### src/rtl/bus_config.svh
`ifndef BUS_CONFIG_SVH
`define BUS_CONFIG_SVH

// CPU bus widths
`define BUS_ADDR_W      16
`define BUS_DATA_W      8
`define BANK_PAGE_W     6

// I/O port map (bank n sits at IO_BANK0 + n)
`define IO_BANK0        8'hF0
`define IO_SYSCTRL      8'hFB
`define IO_CASSETTE     8'hFC
`define IO_CPM_VSYNC    8'hFD   // Read vblank, write CP/M remap
`define IO_PRINTER      8'hFE
`define IO_KEYB         8'hFF

// Bank register reset values {ro, overlay, page}
`define BANK0_RESET     8'hC0   // Read-only, overlay, page 0
`define BANK1_RESET     8'h21   // Page 33
`define BANK2_RESET     8'h22   // Page 34
`define BANK3_RESET     8'h13   // Page 19

`define ROM_LAST_PAGE   6'd15
`define RAM_FIRST_PAGE  6'd32
`define SYSRAM_BLOCK    3'd7    // A[13:11] of $3800-$3FFF
`define WR_SYNC_DEPTH   3
`endif

### src/rtl/bus_pkg.sv
`include "bus_config.svh"

package bus_pkg;

    //////////////////////////////////////////////////////////////////////
    // Z80 expansion bus types
    //////////////////////////////////////////////////////////////////////

    // Full CPU address, A15..A0
    typedef logic [`BUS_ADDR_W-1:0] addr_t;

    // One byte on the data bus
    typedef logic [`BUS_DATA_W-1:0] data_t;

    // Bank page number
    // Pages 0-15 are flash, 32-63 are RAM, the rest is unmapped here
    typedef logic [`BANK_PAGE_W-1:0] page_t;

    // A bus address is split in a 2-bit bank index and a 14-bit offset
    // inside the 16KB window; the bank index picks one of F0..F3.
    // The offset goes straight to the memory chips, the page
    // from the bank register supplies the upper address lines.
    // The I/O space uses only A7..A0 as port number, A15..A8 carry
    // the keyboard row select during an IN from port FF.

endpackage

### src/rtl/regs_pkg.sv
package regs_pkg;

    import bus_pkg::*;

    //////////////////////////////////////////////////////////////////////
    // I/O register file types
    //////////////////////////////////////////////////////////////////////

    // Bank register layout, as read back from F0..F3
    typedef struct packed {
        logic  ro;        // Block writes to this bank
        logic  overlay;   // System RAM at $3800-$3FFF
        page_t page;
    } bank_reg_t;

    // Index matches A[15:14]
    typedef bank_reg_t [3:0] bank_array_t;

    // Decoded I/O port selects, at most one set
    typedef struct packed {
        logic bank0;
        logic bank1;
        logic bank2;
        logic bank3;
        logic sysctrl;    // FB
        logic cassette;   // FC
        logic cpm_vsync;  // FD
        logic printer;    // FE
        logic keyb;       // FF
    } io_sel_t;

endpackage

### src/rtl/cpu_bus_if.sv
`timescale 1ns/10ps

interface cpu_bus_if;

    import bus_pkg::*;

    addr_t addr;
    data_t d_in;
    logic  rd_n;
    logic  wr_n;
    logic  mreq_n;
    logic  iorq_n;

    // Write strobe and data capture
    modport sync_mp   (input d_in, input wr_n);

    // I/O port decode
    modport regs_mp   (input addr, input iorq_n);

    // Memory chip selects
    modport decode_mp (input addr, input mreq_n, input wr_n);

    // I/O readback
    modport read_mp   (input addr, input rd_n);

endinterface

### src/rtl/bus_strobe_sync.sv
`timescale 1ns/10ps

`include "bus_config.svh"

module bus_strobe_sync (
    input  logic           sysclk,
    input  logic           reset,
    cpu_bus_if.sync_mp     bus,
    output logic           wr_valid,
    output bus_pkg::data_t wr_data
);

    // Extra top bit keeps the previous synchronised level
    logic [`WR_SYNC_DEPTH:0] wr_n_sync;
    logic                    wr_fall;

    //////////////////////////////////////////////////////////////////////
    // Strobe synchroniser
    //////////////////////////////////////////////////////////////////////
    always_ff @(posedge sysclk or posedge reset) begin
        if (reset) begin
            wr_n_sync <= '1;                            // Bus idle
        end else begin
            wr_n_sync <= {wr_n_sync[`WR_SYNC_DEPTH-1:0], bus.wr_n};
        end
    end

    // High to low on the last stage
    assign wr_fall = wr_n_sync[`WR_SYNC_DEPTH] && !wr_n_sync[`WR_SYNC_DEPTH-1];

    // One cycle per CPU write
    always_ff @(posedge sysclk or posedge reset) begin
        if (reset) begin
            wr_valid <= 1'b0;
        end else begin
            wr_valid <= wr_fall;
        end
    end

    //////////////////////////////////////////////////////////////////////
    // Write data capture
    //////////////////////////////////////////////////////////////////////

    // Data is stable long before the event fires
    always_ff @(posedge sysclk) begin
        if (!bus.wr_n) wr_data <= bus.d_in;
    end

endmodule

### src/rtl/io_regfile.sv
`timescale 1ns/10ps

`include "bus_config.svh"

module io_regfile (
    input  logic                  sysclk,
    input  logic                  reset,
    cpu_bus_if.regs_mp            bus,
    input  logic                  wr_valid,
    input  bus_pkg::data_t        wr_data,
    output regs_pkg::io_sel_t     io_sel,
    output regs_pkg::bank_array_t banks,
    output logic                  dis_regs,
    output logic                  cpm_remap,
    output logic                  cassette_out,
    output logic                  printer_out
);

    import regs_pkg::*;

    logic [7:0] port;

    assign port = bus.addr[7:0];                        // Z80 I/O uses A7..A0

    //////////////////////////////////////////////////////////////////////
    // Port decode
    //////////////////////////////////////////////////////////////////////
    always_comb begin
        io_sel = '0;
        if (!bus.iorq_n) begin
            // Bank registers vanish while disabled
            io_sel.bank0     = !dis_regs && port == `IO_BANK0;
            io_sel.bank1     = !dis_regs && port == `IO_BANK0 + 8'd1;
            io_sel.bank2     = !dis_regs && port == `IO_BANK0 + 8'd2;
            io_sel.bank3     = !dis_regs && port == `IO_BANK0 + 8'd3;
            io_sel.sysctrl   = port == `IO_SYSCTRL;      // Always reachable
            io_sel.cassette  = port == `IO_CASSETTE;
            io_sel.cpm_vsync = port == `IO_CPM_VSYNC;
            io_sel.printer   = port == `IO_PRINTER;
            io_sel.keyb      = port == `IO_KEYB;
        end
    end

    //////////////////////////////////////////////////////////////////////
    // Register state
    //////////////////////////////////////////////////////////////////////
    always_ff @(posedge sysclk or posedge reset) begin
        if (reset) begin
            banks[0]     <= bank_reg_t'(`BANK0_RESET);  // Boot ROM with sysram
            banks[1]     <= bank_reg_t'(`BANK1_RESET);
            banks[2]     <= bank_reg_t'(`BANK2_RESET);
            banks[3]     <= bank_reg_t'(`BANK3_RESET);
            dis_regs     <= 1'b0;
            cpm_remap    <= 1'b0;
            cassette_out <= 1'b0;
            printer_out  <= 1'b0;
        end else if (wr_valid) begin
            if (io_sel.bank0) banks[0] <= bank_reg_t'(wr_data);
            if (io_sel.bank1) banks[1] <= bank_reg_t'(wr_data);
            if (io_sel.bank2) banks[2] <= bank_reg_t'(wr_data);
            if (io_sel.bank3) banks[3] <= bank_reg_t'(wr_data);

            // One-bit latches take D0
            if (io_sel.sysctrl)   dis_regs     <= wr_data[0];
            if (io_sel.cassette)  cassette_out <= wr_data[0];
            if (io_sel.cpm_vsync) cpm_remap    <= wr_data[0];
            if (io_sel.printer)   printer_out  <= wr_data[0];
        end
    end

endmodule

### src/rtl/bank_decoder.sv
`timescale 1ns/10ps

`include "bus_config.svh"

module bank_decoder (
    cpu_bus_if.decode_mp          bus,
    input  regs_pkg::bank_array_t banks,
    output logic                  rom_ce_n,
    output logic                  ram_ce_n,
    output logic                  ram_rom_we_n,
    output logic [4:0]            ba
);

    import regs_pkg::*;

    bank_reg_t bank;
    logic      sel_sysram;
    logic      allow_mem;
    logic      sel_rom;
    logic      sel_ram;

    //////////////////////////////////////////////////////////////////////
    // Bank selection
    //////////////////////////////////////////////////////////////////////

    // 16KB windows
    assign bank = banks[bus.addr[15:14]];

    // $3800-$3FFF goes to RAM page 0 when overlaid
    assign sel_sysram = !bus.mreq_n && bank.overlay &&
                        bus.addr[13:11] == `SYSRAM_BLOCK;

    //////////////////////////////////////////////////////////////////////
    // Chip enables
    //////////////////////////////////////////////////////////////////////

    // Write to a read-only bank selects nothing
    assign allow_mem = !bus.mreq_n && !sel_sysram && (bus.wr_n || !bank.ro);

    assign sel_rom = allow_mem && bank.page <= `ROM_LAST_PAGE;
    assign sel_ram = (allow_mem && bank.page >= `RAM_FIRST_PAGE) || sel_sysram;

    assign rom_ce_n = !sel_rom;
    assign ram_ce_n = !sel_ram;

    // Protection already folded into the selects
    assign ram_rom_we_n = !(!bus.wr_n && (sel_rom || sel_ram));

    // Sysram lives at the bottom of the RAM chip
    assign ba = sel_sysram ? 5'd0 : bank.page[4:0];

endmodule

### src/rtl/io_read_mux.sv
`timescale 1ns/10ps

module io_read_mux (
    cpu_bus_if.read_mp            bus,
    input  regs_pkg::io_sel_t     io_sel,
    input  regs_pkg::bank_array_t banks,
    input  logic                  dis_regs,
    input  logic [63:0]           keys,
    input  logic                  cassette_in,
    input  logic                  printer_in,
    input  logic                  vblank,
    output bus_pkg::data_t        d_out,
    output logic                  d_oe
);

    import bus_pkg::*;

    data_t kb_byte;
    data_t rd_byte;

    //////////////////////////////////////////////////////////////////////
    // Keyboard matrix
    //////////////////////////////////////////////////////////////////////

    // Row i is scanned while A[8+i] is low, keys are active low
    always_comb begin
        kb_byte = 8'hFF;
        for (int row = 0; row < 8; row++) begin
            if (!bus.addr[8+row]) kb_byte &= keys[8*row +: 8];
        end
    end

    //////////////////////////////////////////////////////////////////////
    // Readback
    //////////////////////////////////////////////////////////////////////
    always_comb begin
        rd_byte = '0;
        if (io_sel.bank0)     rd_byte = banks[0];
        if (io_sel.bank1)     rd_byte = banks[1];
        if (io_sel.bank2)     rd_byte = banks[2];
        if (io_sel.bank3)     rd_byte = banks[3];
        if (io_sel.sysctrl)   rd_byte = {7'b0, dis_regs};
        if (io_sel.cassette)  rd_byte = {7'b0, cassette_in};
        if (io_sel.cpm_vsync) rd_byte = {7'b0, !vblank};   // High outside blanking
        if (io_sel.printer)   rd_byte = {7'b0, printer_in};
        if (io_sel.keyb)      rd_byte = kb_byte;
    end

    // Drive the bus only for our own ports
    assign d_oe  = !bus.rd_n && (|io_sel);
    assign d_out = d_oe ? rd_byte : '0;

endmodule

### src/rtl/bus_glue_top.sv
`timescale 1ns/10ps

module bus_glue_top (
    input  logic           sysclk,
    input  logic           reset,

    // Z80 bus
    input  bus_pkg::addr_t addr,
    input  bus_pkg::data_t d_in,
    input  logic           rd_n,
    input  logic           wr_n,
    input  logic           mreq_n,
    input  logic           iorq_n,
    output bus_pkg::data_t d_out,
    output logic           d_oe,

    // Memory
    output logic           rom_ce_n,
    output logic           ram_ce_n,
    output logic           ram_rom_we_n,
    output logic [4:0]     ba,

    // Peripherals
    input  logic [63:0]    keys,
    input  logic           cassette_in,
    input  logic           printer_in,
    input  logic           vblank,
    output logic           cassette_out,
    output logic           printer_out,
    output logic           cpm_remap
);

    import bus_pkg::*;
    import regs_pkg::*;

    logic        wr_valid;
    data_t       wr_data;
    io_sel_t     io_sel;
    bank_array_t banks;
    logic        dis_regs;

    //////////////////////////////////////////////////////////////////////
    // Bus bundle
    //////////////////////////////////////////////////////////////////////
    cpu_bus_if bus ();

    assign bus.addr   = addr;
    assign bus.d_in   = d_in;
    assign bus.rd_n   = rd_n;
    assign bus.wr_n   = wr_n;
    assign bus.mreq_n = mreq_n;
    assign bus.iorq_n = iorq_n;

    //////////////////////////////////////////////////////////////////////
    // Submodules
    //////////////////////////////////////////////////////////////////////
    bus_strobe_sync u_sync (
        .sysclk(sysclk), .reset(reset), .bus(bus.sync_mp),
        .wr_valid(wr_valid), .wr_data(wr_data));

    io_regfile u_regs (
        .sysclk(sysclk), .reset(reset), .bus(bus.regs_mp),
        .wr_valid(wr_valid), .wr_data(wr_data),
        .io_sel(io_sel), .banks(banks), .dis_regs(dis_regs), .cpm_remap(cpm_remap),
        .cassette_out(cassette_out), .printer_out(printer_out));

    bank_decoder u_decode (
        .bus(bus.decode_mp), .banks(banks),
        .rom_ce_n(rom_ce_n), .ram_ce_n(ram_ce_n), .ram_rom_we_n(ram_rom_we_n), .ba(ba));

    io_read_mux u_read (
        .bus(bus.read_mp), .io_sel(io_sel), .banks(banks), .dis_regs(dis_regs),
        .keys(keys), .cassette_in(cassette_in), .printer_in(printer_in), .vblank(vblank),
        .d_out(d_out), .d_oe(d_oe));

endmodule

### config.mk
export PLATFORM = sky130hd
export DESIGN_NAME = bus_glue_top
export DESIGN_NICKNAME = d
export VERILOG_FILES = /design/src/rtl/bus_pkg.sv /design/src/rtl/regs_pkg.sv /design/src/rtl/cpu_bus_if.sv /design/src/rtl/bus_strobe_sync.sv /design/src/rtl/io_regfile.sv /design/src/rtl/bank_decoder.sv /design/src/rtl/io_read_mux.sv /design/src/rtl/bus_glue_top.sv
export VERILOG_INCLUDE_DIRS = /design/src /design/src/rtl
export SDC_FILE = /design/constraint.sdc
export NUM_CORES = 1
export LEC_CHECK = 0
export ABC_AREA = 1
export BUFFER_PORTS_ARGS = -buffer_cell sky130_fd_sc_hd__buf_2
export CORE_MARGIN = 4
export CORE_UTILIZATION = 30
export DETAILED_ROUTE_END_ITERATION = 12
export GPL_TIMING_DRIVEN = 0
export PLACE_DENSITY_LB_ADDON = 0.08
export SLEW_MARGIN = 20
export SYNTH_ARGS = -nofsm -noshare
export SYNTH_HDL_FRONTEND = slang
export SYNTH_SLANG_ARGS = --single-unit
### constraint.sdc
create_clock -name sysclk -period 1.9 [get_ports sysclk]
set_clock_uncertainty 0.05 [all_clocks]
set_input_delay 0.095 -clock sysclk [delete_from_list [all_inputs] [get_ports sysclk]]
set_output_delay 0.095 -clock sysclk [all_outputs]
set_load 0.005 [all_outputs]
### After elaboration in Yosys (flattened, before gate mapping)

Cells that the tools add are included.

| cells by class | value |
|---|---|
| bitwise gates (word level) | 7 |
| equal/unequal tests | 10 |
| magnitude comparators | 3 |
| reductions and logical operators | 36 |
| muxes and demuxes | 22 |

Operator list:

| operator | number |
|---|---|
| 2-to-1 mux 8 bit | 19 |
| == test 8 bit (second input constant) | 9 |
| AND 8 bit | 7 |
| binary-select mux 8 bit (select 2 bit) | 1 |
| AND reduction 2 bit | 8 |
| logical AND 1 bit | 13 |
| logical NOT 1 bit | 11 |
| 2-to-1 mux 9 bit | 1 |
| OR reduction 9 bit | 1 |
| >= comparator 6 bit (second input constant) | 1 |
| <= comparator 6 x 4 -> 1 bit (second input constant) | 1 |
| 2-to-1 mux 5 bit | 1 |
| == test 3 bit (second input constant) | 1 |
| logical OR 1 bit | 3 |
| less-than comparator 2 x 3 -> 1 bit (second input constant) | 1 |

| word-level totals | value |
|---|---|
| flip-flop bits (word level) | 49 |
| output and inout bits | 20 |

### Logic depth before layout (Yosys ltp)

| logic depth | value |
|---|---|
| depth in word-level cells | 17 |
| mapped depth | 11 |
| depth with buffers taken out | 11 |

### By module

From an unflattened synthesis, not the netlist that was laid out.

| second synthesis, totals | value |
|---|---|
| cells, all modules | 511 |
| area, all modules | 3492.1 sq um |

Modules (own cells, without submodules):

| module | seq. area each (sq um) | cells each | instances | area an instance (sq um) |
|---|---|---|---|---|
| io_regfile | 912.1 | 212 | 1 | 1816.7 |
| io_read_mux | 0.0 | 197 | 1 | 885.8 |
| bank_decoder | 0.0 | 85 | 1 | 401.6 |
| bus_strobe_sync | 370.4 | 17 | 1 | 387.9 |

### Worst setup path before layout

OpenSTA, ideal clock, no wires.

| path | value |
|---|---|
| kind | reg2reg |
| start point | register u_regs.dis_regs |
| end point | register, netlist name u_regs.banks[22] |
| cell stages (with the launch flop) | 12 |
| path buffers | 1 |
| clock period less this slack | 1.493 ns |
| data arrival time | 1.327 ns |
| setup slack | 0.407 ns |
| required time | 1.734 ns |
| cell sequence | dfrtp_1 -> inv_1 -> nand2_1 -> nor2_4 -> inv_4 -> nor2_8 -> nand2_4 -> nor2_8 -> buf_12 -> nor2_1 -> a21oi_2 -> inv_1 |

| between the ends | value |
|---|---|
| cells in the longest elaborated chain, start to end | 4 |

Ends and longest elaborated chain:

| element | line | source |
|---|---|---|
| start, declared | io_regfile.sv:13 | `output logic dis_regs,` |
| start signal, assigned | io_regfile.sv:64 | `if (io_sel.sysctrl) dis_regs <= wr_data[0];` |
| logical NOT 1 bit | io_regfile.sv:34 | `` io_sel.bank2 = !dis_regs && port == `IO_BANK0 + 8'd2; `` |
| logical AND 1 bit | io_regfile.sv:34 |  |
| 2-to-1 mux 9 bit | io_regfile.sv:30 | `if (!bus.iorq_n) begin` |
| AND reduction 2 bit (no source line) | n/a |  |

Every way passes these cells.
A chain may end at the register's enable or synchronous reset.

### Final worst setup path

| path | value |
|---|---|
| start point | register u_regs.dis_regs |
| end point | output d_out[4] |

| between the ends | value |
|---|---|
| cells in the longest elaborated chain, start to end | 13 |
| elaborated cells on any way between the ends | 18 |

Ends and longest elaborated chain:

| element | line | source |
|---|---|---|
| logical NOT 1 bit * | n/a |  |
| logical AND 1 bit (no source line) | n/a |  |
| 2-to-1 mux 9 bit * | io_regfile.sv:30 |  |
| 2-to-1 mux 8 bit | io_read_mux.sv:38 | `if (io_sel.bank0) rd_byte = banks[0];` |
| 2-to-1 mux 8 bit | io_read_mux.sv:39 | `if (io_sel.bank1) rd_byte = banks[1];` |
| 2-to-1 mux 8 bit | io_read_mux.sv:40 | `if (io_sel.bank2) rd_byte = banks[2];` |
| 2-to-1 mux 8 bit | io_read_mux.sv:41 | `if (io_sel.bank3) rd_byte = banks[3];` |
| 2-to-1 mux 8 bit | io_read_mux.sv:42 | `if (io_sel.sysctrl) rd_byte = {7'b0, dis_regs};` |
| 2-to-1 mux 8 bit | io_read_mux.sv:43 | `if (io_sel.cassette) rd_byte = {7'b0, cassette_in};` |
| 2-to-1 mux 8 bit | io_read_mux.sv:44 | `if (io_sel.cpm_vsync) rd_byte = {7'b0, !vblank};` |
| 2-to-1 mux 8 bit | io_read_mux.sv:45 | `if (io_sel.printer) rd_byte = {7'b0, printer_in};` |
| 2-to-1 mux 8 bit | io_read_mux.sv:46 | `if (io_sel.keyb) rd_byte = kb_byte;` |
| 2-to-1 mux 8 bit * | io_read_mux.sv:51 | `assign d_out = d_oe ? rd_byte : '0;` |
| end, declared | bus_glue_top.sv:14 | `output bus_pkg::data_t d_out,` |

Mark *: on every way between the ends. The rest lies on a longest branch, timed or not.

==> qor.yml <==
synthesis:
  yosysWarnings: 0
  syn_area_sq_um: 3170
  syn_nets: 510
  yosys-mux-area-fraction: 0.00316
  synthArstFlopShare: 0.837
  synth_xor_area_frac: 0
  synth_compound_area_frac: 0.199
  ys_seq_area_frac: 0.405
  synth_ff_type: "dfrtp_1"
  synth_cell_type_count: 34
  synth_area_leader_cell: "dfrtp_1"
  yosys.area.top_type_share: 0.221
  synth_edf_count: 8
  synthSimpleGateAreaFrac: 0.283
  syn_avg_cell_area_sq_um: 7.67
  syn_inst: 413
  synthTopCellsByArea: "dfrtp_1 (22%), dfstp_2 (11%), nand2_1 (8.1%), edfxtp_1 (7.6%), inv_1 (6.8%)"
  synth_common_cells: "nand2_1 (68), inv_1 (57), nor2_1 (42)"
  synth_adder_area_share: 0
  synth_most_common_cell: "nand2_1"
  synth_seq_cells: 49
  synth_top_family_by_area: "simple AND/OR/NAND/NOR gates"
run_status:
  outcome: "finished, violations left"
  violations: "setup timing"
place:
  placed_area_sq_um: 3900
  portBuffers: 109
  gp_congestion: 0.930
  dp_hpwl_um: 8940
sta:
  rsz0062_at_grt: "true"
  hold_viol_final: 0
  finalCriticalPeriod_ps: 2020
  period_share: 1.06
  drv_slew: 0
  hold_slack_ps: 131
  setup-violations-final: 9
  relSlewSlack: 0.659
  worst-slew-pin-transition_ps: 512
  fmax_ghz: 0.495
  post-route-worst-setup-slack_ps: -121
  tns_ps: -777
route:
  vias: 3360
  viasPerCell: 4.81
  drt_iter0_drc: 168
  final_antenna_net_count: 0
  wirelength_um: 11300
  wl_per_cell_um: 16.1
  drc_errors: 0
  firstDrtPassIters: 4
global_route:
  grt_max_degree: 35
  grtUsageTotal: 0.178
  grt_pass1_vias: 3144
  gr-total-overflow: 0
  antenna_found_initial: 0
  grt_pass1_wl_um: 17800
finish:
  final_core_util: 0.419
  fillCellCount: 1101
  antenna_cells: 0
  drive_gt1_frac: 0.395
  final_area_sq_um: 4330
  final_net_count: 658
  syn_to_final_growth_pct: 36.7
cts:
  cts.path.max_buffers: 2
  path_clk_slew_ps: 80
  cts_tree: "built"
  htree_levels: 2
  clk-insertion-delay-late_ps: 300
  numCtsBuffers: 5
  cts_root_buffer: "clkbuf_8"
  cts_sinks: 49
power_and_ir_drop:
  combPwrFrac: 0.176
  p_per_area_nw_per_um2: 495
  internal_power_mw: 1.59
  clock_power_share: 0.309
  ir_worst_vdd_mv: 0.482
  seq_power_share: 0.515
  p_sw_frac: 0.256
  p_total_mw: 2.14
  switching_power_mw: 0.548
  p_leak_nw: 2.16
min_path:
  min_from: "addr[0]"
  holdCritPathClass: "in2reg"
worst_setup_path:
  r2r-start: "u_regs.dis_regs"
  cp-start-kind: "flip-flop"
  cp.required_ps: 1750
  crit_type: "reg2out"
  path_max_fanout: 5
  endpoint_kind: "output pin"
  arrival_ps: 1880
  startpoint: "u_regs.dis_regs"
die:
  start_util: 0.307
  die-area_sq_um: 12300
  core.rowCount: 37
  ios: 117
  fp.dieH_um: 111
  die_w_um: 111
  fp.coreArea_sq_um: 10300
run:
  max-cap-violations: 0
stage by stage:
step | worst slack (ps) | std cells
6_report | -121 | 698
5_1_grt | -215 | 698
4_1_cts | -182 | 682
3_5_place_dp | 0.507 | 659
3_3_place_gp | -30.6 | 658
2_1_floorplan | 407 | 413
state kept, by name, indices dropped and copies added, names as in the netlist:
name                 cells
u_regs.banks            32
u_sync.wr_data           8
u_regs.cassette_out      1
u_regs.dis_regs          1
u_sync.wr_valid          1
u_regs.printer_out       1
u_sync.wr_n_sync         4
u_regs.cpm_remap         1
power by group through the flow:
stage	Clock [mW]	Combinational, mW	Sequential [mW]
after global placement	0	0.339	1.12
after global routing	0.745	0.419	1.11
after floorplan	0	0.170	1.12
after CTS	0.705	0.365	1.10
after detailed placement	0	0.345	1.12
final	0.662	0.377	1.10
metal layers:
| metal | wire length (um) | GRT usage | part of all wire | vias to the layer above |
|---|---|---|---|---|
| met5 | 0 | 0 | 0 | - |
| met4 | 169 | 0.0443 | 0.015 | 0 |
| met3 | 747 | 0.0338 | 0.066 | 11 |
| met2 | 5210 | 0.292 | 0.46 | 152 |
| met1 | 5130 | 0.242 | 0.46 | 1521 |
| li1 | - | - | - | 1676 |
cells by family (layout without fill, tap and decap cells):
logic type / after synthesis / count (layout)
simple gates: 177 / 178
compound gates: 107 / 107
buf+inv: 79 / 227
flops: 49 / 49
mux: 1 / 1
area by class of cell:
type                       instances  area, sq um  share of cell area
buffer                            17          113              0.0260
clock buffer                       7         96.3              0.0223
clock inverter                     1         5.00             0.00116
inverter                          62          244              0.0564
multi-input combinational        286         1600               0.369
sequential                        49         1280               0.296
tap                              136          170              0.0393
timing repair buffer             140          822               0.190
path summary, 6_finish.rpt:
kind	endpoint	slack [ps]	cells after the start
setup / recovery	d_out[4]	-120	10
hold / removal	u_regs.printer_out	130	4
setup reg to reg	u_regs.banks[14]	240	10
hold reg to reg	u_sync.wr_n_sync[2]	310	0
max in group asynchronous	u_regs.banks[17]	1110	4
min in group asynchronous	u_regs.printer_out	180	3
what timing repair did:
item / in CTS / in global routing
setup endpoints to repair: 10 / 12
cloned: 0 / 1
pin swaps: 4 / 4
resized for setup: 10 / 12
buffers inserted: 5 / 15
hold buffers: 10 / 0
endpoints found under the hold margin: 39 / 0
critical path: stages, from the launching register on:
cell     delay, ps
dfrtp_1        390
inv_2           60
nand2_2         60
nor2_4         150
inv_6           90
nor2_4         180
inv_2           90
o21ai_0        160
nor2_1         120
a21oi_4        140
buf_2          130
cells in the final DEF (no fill, tap or decap), types with 2 or more instances in the layout:
master / count
nand2_2: 7
inv_1: 54
a21oi_2: 4
buf_6: 4
a21oi_1: 23
buf_2: 116
edfxtp_1: 8
nor2_4: 4
or2_2: 12
o21ai_1: 7
a31oi_1: 2
o211ai_1: 2
nand2_1: 66
nor4_1: 3
nor2_1: 42
clkbuf_8: 7
o22ai_1: 22
buf_12: 2
inv_2: 5
nor2_8: 4
o21ai_0: 31
buf_4: 20
clkbuf_1: 5
nor3_1: 5
nor2_2: 2
nand2_4: 6
nand4_1: 6
dfrtp_1: 28
dfstp_2: 13
o21ai_2: 8
nand3_1: 19
o2111ai_1: 4
dlygate4sd3_1: 10
No activity file was read; power rests on OpenSTA's default activity.
